==> config.mk <==
export PLATFORM = sky130hd
export DESIGN_NAME = upload_loader
export DESIGN_NICKNAME = d
export VERILOG_FILES = /design/src/rtl/msx_mem_pkg.sv /design/src/rtl/upload_loader.sv
export VERILOG_INCLUDE_DIRS = /design/src /design/src/include
export SDC_FILE = /design/constraint.sdc
export NUM_CORES = 1
export LEC_CHECK = 0
export ABC_AREA = 0
export BUFFER_PORTS_ARGS = -buffer_cell sky130_fd_sc_hd__buf_2
export CAP_MARGIN = 20
export CELL_PAD_IN_SITES_DETAIL_PLACEMENT = 1
export CELL_PAD_IN_SITES_GLOBAL_PLACEMENT = 1
export CORE_ASPECT_RATIO = 2
export CORE_MARGIN = 5
export CORE_UTILIZATION = 37
export DETAILED_ROUTE_END_ITERATION = 8
export PLACE_DENSITY = 0.8
export SLEW_MARGIN = 40
export SYNTH_ARGS = -nofsm -noshare
export SYNTH_HDL_FRONTEND = slang
export SYNTH_SLANG_ARGS = --single-unit
==> constraint.sdc <==
create_clock -name clk -period 2 [get_ports clk]
set_input_delay 0.3 -clock clk [delete_from_list [all_inputs] [get_ports clk]]
set_output_delay 0.3 -clock clk [all_outputs]
set_load 0.01 [all_outputs]
==> src/include/msx_mem_macros.svh <==
`ifndef MSX_MEM_MACROS_SVH
`define MSX_MEM_MACROS_SVH

// byte addressed memory space shared by all masters
`define MEM_ADDR_W 27

// one byte per access
`define MEM_DATA_W 8

// 256 KiB of block RAM unless the top says otherwise
`define BRAM_WIDTH_DEFAULT 18

`endif

==> src/rtl/msx_mem_pkg.sv <==
`include "msx_mem_macros.svh"

package msx_mem_pkg;

    // full byte address as seen by a bus master
    typedef logic [`MEM_ADDR_W-1:0] mem_addr_t;

    typedef logic [`MEM_DATA_W-1:0] mem_data_t; // one data byte

    // loader FSM
    typedef enum logic [1:0] {
        LD_IDLE,      // upload low
        LD_WAIT_BYTE, // waiting for a strobe
        LD_WRITE      // write in flight
    } loader_state_t;

endpackage

==> src/rtl/upload_loader.sv <==
`include "msx_mem_macros.svh"

module upload_loader (
    input  logic                   clk,
    input  logic                   reset,
    input  logic                   upload,
    input  logic                   byte_valid,
    input  msx_mem_pkg::mem_data_t byte_data,
    output logic                   busy,
    output msx_mem_pkg::mem_addr_t addr,
    output msx_mem_pkg::mem_data_t data,
    output logic                   rnw,
    output logic                   cs,
    input  logic                   done
);
    import msx_mem_pkg::*;

    loader_state_t state;
    mem_data_t     byte_r;
    mem_addr_t     addr_r;

    always_ff @(posedge clk) begin
        if (reset) begin
            state  <= LD_IDLE;
            addr_r <= '0;
        end else if (!upload) begin
            state  <= LD_IDLE; // next upload starts again at address 0
            addr_r <= '0;
        end else begin
            case (state)
                LD_IDLE: begin
                    state <= LD_WAIT_BYTE;
                end
                LD_WAIT_BYTE: begin
                    if (byte_valid) begin
                        state <= LD_WRITE;
                    end
                end
                LD_WRITE: begin
                    if (done) begin
                        state  <= LD_WAIT_BYTE;
                        addr_r <= addr_r + 1'b1;
                    end
                end
                default: begin
                    state <= LD_IDLE;
                end
            endcase
        end
    end

    // payload byte taken with the strobe
    always_ff @(posedge clk) begin
        if (state == LD_WAIT_BYTE && byte_valid) begin
            byte_r <= byte_data;
        end
    end

    // strobes seen in LD_WRITE are dropped
    assign busy = (state == LD_WRITE);
    assign cs   = (state == LD_WRITE);
    assign rnw  = 1'b0; // loader only writes
    assign addr = addr_r;
    assign data = byte_r;

endmodule

Yosys cells after proc, flatten, opt, wreduce, memory -nomap -nowiden:

Cells that the tools add are included.
Widths: inputs -> output; s select.

* bits of input ports: 13
* output and inout port bits: 38
* flip-flop bits (word level): 37
* logic and storage cells: 17

* equality and inequality tests: 4
* reductions and logical operators: 5
* bitwise logic cells: 1
* mux-type cells: 3
* $add $sub $neg: 1

Operators with widths (count)
* $add 27x1->27 const B: 1
* $pmux 2 s3: 1
* $mux 2: 2
* $reduce_and 2->1: 2
* $eq 2x1->1 const B: 1
* $eq 2x2->1 const B: 1
* $logic_not 2->1: 1
* $ne 2x1->1 const B: 1
* $ne 2x2->1 const B: 1
* $reduce_or 2->1: 1
* $logic_and 1x1->1: 1
* $not 1->1: 1

Depth between registers and ports, before layout:

Gate-level depths: netlist of run 1.

* depth after elaboration: 3
* depth in mapped cells: 6
* depth with buffers taken out: 5

Least setup slack after synthesis of run 1:

OpenSTA, ideal clock, no wires.

* path type: register to register
* start point: register addr_r[0] (netlist: addr[0])
* end point: register addr_r[16] (netlist: addr[16])
* library setup time: 59 ps
* arrival: 1639 ps
* cell stages (with the launch flop): 7
* path slack: 302 ps
* data required time: 1941 ps
* period minus slack after synthesis: 1698 ps
* path buffers: 1
* cells stage by stage: dfxtp_1 ha_1 and3_1 nand4_1 buf_2 or4_1 nand2_1

* longest elaborated chain between the ends: 1

Ends and longest elaborated chain
* start, declared: RTL line upload_loader.sv:20 `mem_addr_t addr_r;`
* start signal, assigned: RTL line upload_loader.sv:42 `addr_r <= addr_r + 1'b1;`
* $add 27x1->27: RTL line upload_loader.sv:42

Every way passes these cells.
A chain may end at the register's enable or synchronous reset.

Worst setup path in the final report of run 1:

* start point: register state[1]
* end point: register addr_r[20] (netlist: addr[20])

* longest elaborated chain between the ends: 2

Ends and longest elaborated chain
* start, declared: RTL line upload_loader.sv:18 `loader_state_t state;`
* start signal, assigned: RTL line upload_loader.sv:24 `state <= LD_IDLE;`
* start signal, assigned: RTL line upload_loader.sv:27 `state <= LD_IDLE;`
* start signal, assigned: RTL line upload_loader.sv:32 `state <= LD_WAIT_BYTE;`
* $eq 2x2->1: RTL line upload_loader.sv:30 `case (state)`
* $reduce_and 2->1 (no source line)

Every way passes these cells.

==> run_results.csv, run 1 <==
group,metric,value,unit
floorplan,fp.dieH,104,um
sta,hold_slack,0.176,ns
sta,fin_setup_tns,0,ns
logic_synthesis,async_flop_share,0,%
sta,setup_viol,0,
critical_path,cp-startpoint,"state[1]$_SDFFE_PP0P_",
drt,drt_iter0_markers,20,
logic_synthesis,synth.largest_area_cell,"dfxtp_1",
floorplan,die_w,57.1,um
logic_synthesis,synthTopCellsByArea,"dfxtp_1 35%, edfxtp_1 15%, a21oi_1 5.2%",
clocking,cts_sinks,37,
sta,min_period_over_period,92.3,%
placed_design,port_buffers,49,
run,drv_cap,0,
floorplan,start_util,37.9,%
floorplan,rows,34,
sta,rsz0062_at_grt,"no",
clocking,cts_setup_buffers,0,
clocking,cts_tree,"built",
logic_synthesis,synth-edff-count,8,
logic_synthesis,ys_types,35,
logic_synthesis,yosysSeqAreaShare,50.0,%
critical_path,crit_arrival,2.07,ns
placed_design,place_ws,0.122,ns
drt,vias,1560,
power_and_ir_drop,switchingPower,314,uW
logic_synthesis,synth-seq-cells,37,
clocking,clk_pin_slew,0.08,ns
placed_design,dpl.hpwl,3430,um
clocking,post_cts_resize_count,0,
grt,grt_pass1_wl,7760,um
logic_synthesis,synth_area_per_cell,9.55,um2
critical_path,worstSetupPathType,"reg -> reg",
grt,antenna_found_initial,0,
drt,remaining_drc_errors,0,
run_status,status,"finished, final reports clean",
clocking,clk_path_buf_depth,2,
clocking,cts_buffers,5,
critical_path,crit_fanout,8,
hold_path,holdCritStartpoint,"byte_data[2]",
power_and_ir_drop,intPower,1.14,mW
critical_path,setup.worst_path.end_class,"flop",
layout,layout-drive-gt1-share,31.6,%
critical_path,worst_setup_path_start_kind,"flop",
power_and_ir_drop,combPwrFrac,3.1,%
logic_synthesis,synth_top_area_share,35.3,%
sta,skew,0.0129,ns
clocking,clock-root-buffer,"clkbuf_8",
grt,grt_max_degree,28,
sta,timing.final.crit_period,1.85,ns
power_and_ir_drop,ir_drop,0.570,mV
critical_path,crit_required,2.23,ns
drt,wire_per_inst,16.2,um
grt,grt_pass1_vias,1702,
floorplan,core_area,4340,um2
layout,syn2layout_area_growth,27.4,%
clocking,ctsHtreeMaxLevel,2,
floorplan,pin_count,51,
layout,design.final.nets,244,
grt,grt_use_total,16.4,%
drt,drt.antenna.violating_nets,0,
logic_synthesis,synth_fp_nets,186,
placed_design,gp_congestion,0.712,
logic_synthesis,postSynthCellCount,172,
hold_path,min_path_type,"in -> reg",
sta,setup_ws,0.154,ns
sta,report.final.slew_viol_count,0,
drt,via_per_inst,5.47,
layout,n_antenna_cell,0,
sta,max_freq,0.542,GHz
drt,drt-total-wl,4620,um
logic_synthesis,ys.flop_type,"dfxtp_1",
drt,first_pass_iters,4,
logic_synthesis,yosysMostFrequentCell,"dfxtp_1",
power_and_ir_drop,p_sw_share,21.5,%
clocking,cts_hold_repair.buffers,0,
logic_synthesis,ys_warn_count,0,
power_and_ir_drop,pwr_density_cell,696,nW/um2
floorplan,die_area,5950,um2
power_and_ir_drop,p_leak,0.846,nW
power_and_ir_drop,p_seq_share,52.9,%
logic_synthesis,syn-cell-area,1640,um2
critical_path,rr_startpoint,"state[1]$_SDFFE_PP0P_",
power_and_ir_drop,p_clk_share,44.0,%
clocking,clock_latency,0.30,ns
sta,hold_viol,0,
logic_synthesis,synthTopCellsByCount,"29 x dfxtp_1, 17 x a21oi_1, 15 x nand3_1, 12 x nand2_1, 12 x nor2_1",
grt,grt-ovfl-total,0,
==> area by class of cell <==
| class | count | area [um2] |
|---|---|---|
| Sequential cell | 37 | 821 |
| Inverter | 4 | 15.0 |
| Tap cell | 54 | 67.6 |
| Timing Repair Buffer | 60 | 328 |
| Clock inverter | 1 | 6.26 |
| Multi-Input combinational cell | 122 | 748 |
| Clock buffer | 7 | 108 |
| Fill cell | 550 | 2250 |
==> metrics by stage <==
stage	util (%)	cell area, um2	power (mW)	cells
after global placement	45.6	1980	0.833	277
after global routing	48.2	2090	1.52	285
final	48.2	2090	1.46	285
after detailed placement	45.6	1980	0.834	277
after floorplan	-	1640	0.811	172
after CTS	48.2	2090	1.47	285
==> critical path: stages, from the launching register on <==
cell     delay [ns]
dfxtp_1        0.39
and4b_1        0.46
nand2_1        0.21
or4_1          0.55
a21oi_1        0.17
==> flip-flops by register name, summed over array words and instances, names as in the netlist <==
register  flops
addr         27
data          8
state         2
==> power by group through the flow <==
stage / Sequential [mW] / Combinational (mW) / Clock [mW]
after detailed placement: 0.789 / 0.0450 / 0
final: 0.772 / 0.0448 / 0.641
after global placement: 0.789 / 0.0440 / 0
after CTS: 0.772 / 0.0457 / 0.655
after floorplan: 0.791 / 0.0198 / 0
after global routing: 0.772 / 0.0502 / 0.694
==> worst paths after layout <==
kind,endpoint,slack [ns],cells past startpoint
setup reg to reg,addr[20]$_SDFFE_PP0P_,0.15,4
hold / removal,data[2]$_DFFE_PP_,0.18,1
hold reg to reg,addr[26]$_SDFFE_PP0P_,0.49,2
setup / recovery,addr[20]$_SDFFE_PP0P_,0.15,4
==> cells in the final DEF, fill, tap and decap left out, types with 2 or more instances in the layout <==
master    netlist  routed
nand3_1        15      15
buf_4           2      11
clkbuf_8        0       6
nand4_1         6       6
nand2b_1        3       3
a21oi_1        17      17
o31ai_1         9       9
xor2_1          7       7
or4_1          10      10
nor2_1         12      12
nor2b_1         2       2
and4_4          3       3
edfxtp_1        8       8
xnor2_1         2       2
and3_1          2       2
dfxtp_1        29      29
buf_2           2      49
inv_1           4       4
nand2_1        12      12
or3_1           5       5
o21ai_0         5       5
==> metal layers <==
| metal | vias up | share of wire [%] | GRT usage (%) | wire length, um |
|---|---|---|---|---|
| met3 | 7 | 6.8 | 5.47 | 316 |
| met2 | 53 | 54 | 29.5 | 2500 |
| met5 | - | 0 | 0 | 0 |
| li1 | 745 | - | - | - |
| met1 | 755 | 37 | 16.6 | 1720 |
| met4 | 0 | 1.9 | 6.80 | 86 |
==> kinds of logic (layout without fill, tap and decap cells) <==
group / Yosys count / in the layout / synth area share (%)
XOR/XNOR: 9 / 9 / 4.80
multiplexers: 1 / 1 / 0.609
adder cells (fa/ha/maj): 1 / 1 / 0.761
other: 1 / 1 / 0.228
buffers and inverters: 13 / 72 / 4.49
AND/OR/NAND/NOR: 77 / 77 / 27.3
AO/OA/AOI/OAI: 33 / 33 / 11.8
flip-flops: 37 / 37 / 50.0
(Power assumes the default switching activity.)
==> run 2: changes to the inputs <==
==> constraint.sdc (replaced) <==
create_clock -name clk -period 2 [get_ports clk]
set_input_delay 0.2 -clock clk [delete_from_list [all_inputs] [get_ports clk]]
set_output_delay 0.2 -clock clk [all_outputs]
set_load 0.01 [all_outputs]
==> run_results.csv, run 2 (same netlist as run 1, synthesis figures left out) <==
group,metric,value,unit
run_status,status,"finished, final reports clean",
clocking,cts_buffers,5,
sta,timing.final.crit_period,1.78,ns
floorplan,die_w,57.1,um
clocking,cts_sinks,37,
clocking,cts_setup_buffers,0,
drt,vias,1546,
grt,grt_pass1_vias,1646,
placed_design,place_ws,0.225,ns
clocking,cts_hold_repair.buffers,0,
placed_design,place_inst,279,
layout,stdcell_count,287,
grt,grt_use_total,15.2,%
critical_path,crit_fanout,7,
layout,final_core_util,48.0,%
sta,rsz0062_at_grt,"no",
critical_path,setup.worst_path.end_class,"flop",
placed_design,dpl.hpwl,3350,um
sta,hold_viol,0,
floorplan,pin_count,51,
grt,grt_max_degree,28,
critical_path,crit_required,2.22,ns
critical_path,critical-path-top-delay-family,"simple AND/OR/NAND/NOR gates",
run,drv_cap,0,
layout,layout_common_cells,"49 x buf_2, 29 x dfxtp_1, 17 x a21oi_1",
drt,first_pass_iters,4,
grt,grt_pass1_wl,7270,um
drt,drt-total-wl,4400,um
sta,min_period_over_period,89.1,%
critical_path,worst_setup_path_start_kind,"flop",
sta,setup_viol,0,
clocking,post_cts_resize_count,0,
sta,report.final.slew_viol_count,0,
floorplan,start_util,37.9,%
sta,max_freq,0.561,GHz
sta,skew,0.00907,ns
critical_path,critical_path.slowest_cell,"or4_1",
drt,drt_iter0_markers,24,
floorplan,core_area,4340,um2
critical_path,crit_chain,"and4b_1 > nand2_1 > or4_1 > a21oi_1",
clocking,cts_tree,"built",
critical_path,reg2reg_slack,0.22,ns
power_and_ir_drop,ir_drop,0.553,mV
layout,design.final.nets,246,
drt,remaining_drc_errors,0,
critical_path,cp_num_buf_inv,0,
layout,largest_reg_flops,27,
grt,antenna_found_initial,0,
placed_design,port_buffers,49,
layout,final_common_cell,"buf_2",
layout,syn2layout_area_growth,26.9,%
layout,layout-drive-gt1-share,31.3,%
drt,via_per_inst,5.39,
grt,grt-ovfl-total,0,
floorplan,fp.dieH,104,um
power_and_ir_drop,p_leak,0.841,nW
clocking,clock-root-buffer,"clkbuf_8",
power_and_ir_drop,pwr_density_cell,650,nW/um2
clocking,ctsHtreeMaxLevel,2,
layout,n_antenna_cell,0,
layout,fill_cells,551,
placed_design,gp_congestion,0.713,
clocking,clk_path_buf_depth,2,
drt,drt.antenna.violating_nets,0,
clocking,clock_latency,0.29,ns
power_and_ir_drop,total_power,1.35,mW
critical_path,crit_arrival,2.00,ns
floorplan,rows,34,
critical_path,cp_slowest_stage_delay,0.53,ns
critical_path,worstSetupPathType,"reg -> reg",
floorplan,die_area,5950,um2
hold_path,min_path_type,"in -> reg",
drt,wire_per_inst,15.3,um
sta,fin_setup_tns,0,ns
sta,setup_ws,0.218,ns
clocking,clk_pin_slew,0.07,ns
-- run 2: changes by cell type in the layout (fill, tap and decap cells not counted), sizes merged --
cell	change
clkbuf	+1
buf	+2
inv	-1
-- run 2: report_power, final --
part,internal (mW),switching [mW],leakage (nW),total (mW)
Combinational,0.0185,0.0260,0.488,0.0445
Clock,0.281,0.257,0.0455,0.538
Sequential,0.769,0.00294,0.307,0.772
Total,1.07,0.286,0.841,1.35
-- run 2: metrics by stage --
stage | area (um2) | hold slack, ns
after floorplan | 1640 | 0.299
after global placement | 1990 | 0.376
after detailed placement | 1990 | 0.379
after CTS | 2080 | 0.0742
after global routing | 2080 | 0.0708
final | 2080 | 0.0835
-- run 2: layout make-up --
cell class                      count  area (um2)  area share [%]
Clock buffer                        8        90.1            4.32
Inverter                            4        15.0           0.720
Multi-Input combinational cell    122         748            35.9
Sequential cell                    37         821            39.4
Tap cell                           54        67.6            3.24
Timing Repair Buffer               62         343            16.4
-- run 2: path summary, 6_finish.rpt --
| kind | cells past startpoint | start | end |
|---|---|---|---|
| max reg2reg | 4 | state[1]$_SDFFE_PP0P_ | addr[18]$_SDFFE_PP0P_ |
| min reg2reg | 2 | addr[26]$_SDFFE_PP0P_ | addr[26]$_SDFFE_PP0P_ |
| max | 4 | state[1]$_SDFFE_PP0P_ | addr[18]$_SDFFE_PP0P_ |
| min | 1 | byte_data[5] | data[5]$_DFFE_PP_ |
-- run 2: layer usage --
layer  vias up  GRT usage, %  share of wire (%)  routed length (um)
li1        751             -                  -                   -
met1       740          14.8                 38                1690
met2        49          28.1                 52                2310
met3         6          5.34                7.5                 331
met4         0          6.14                1.5                  68
met5         -             0                  0                   0
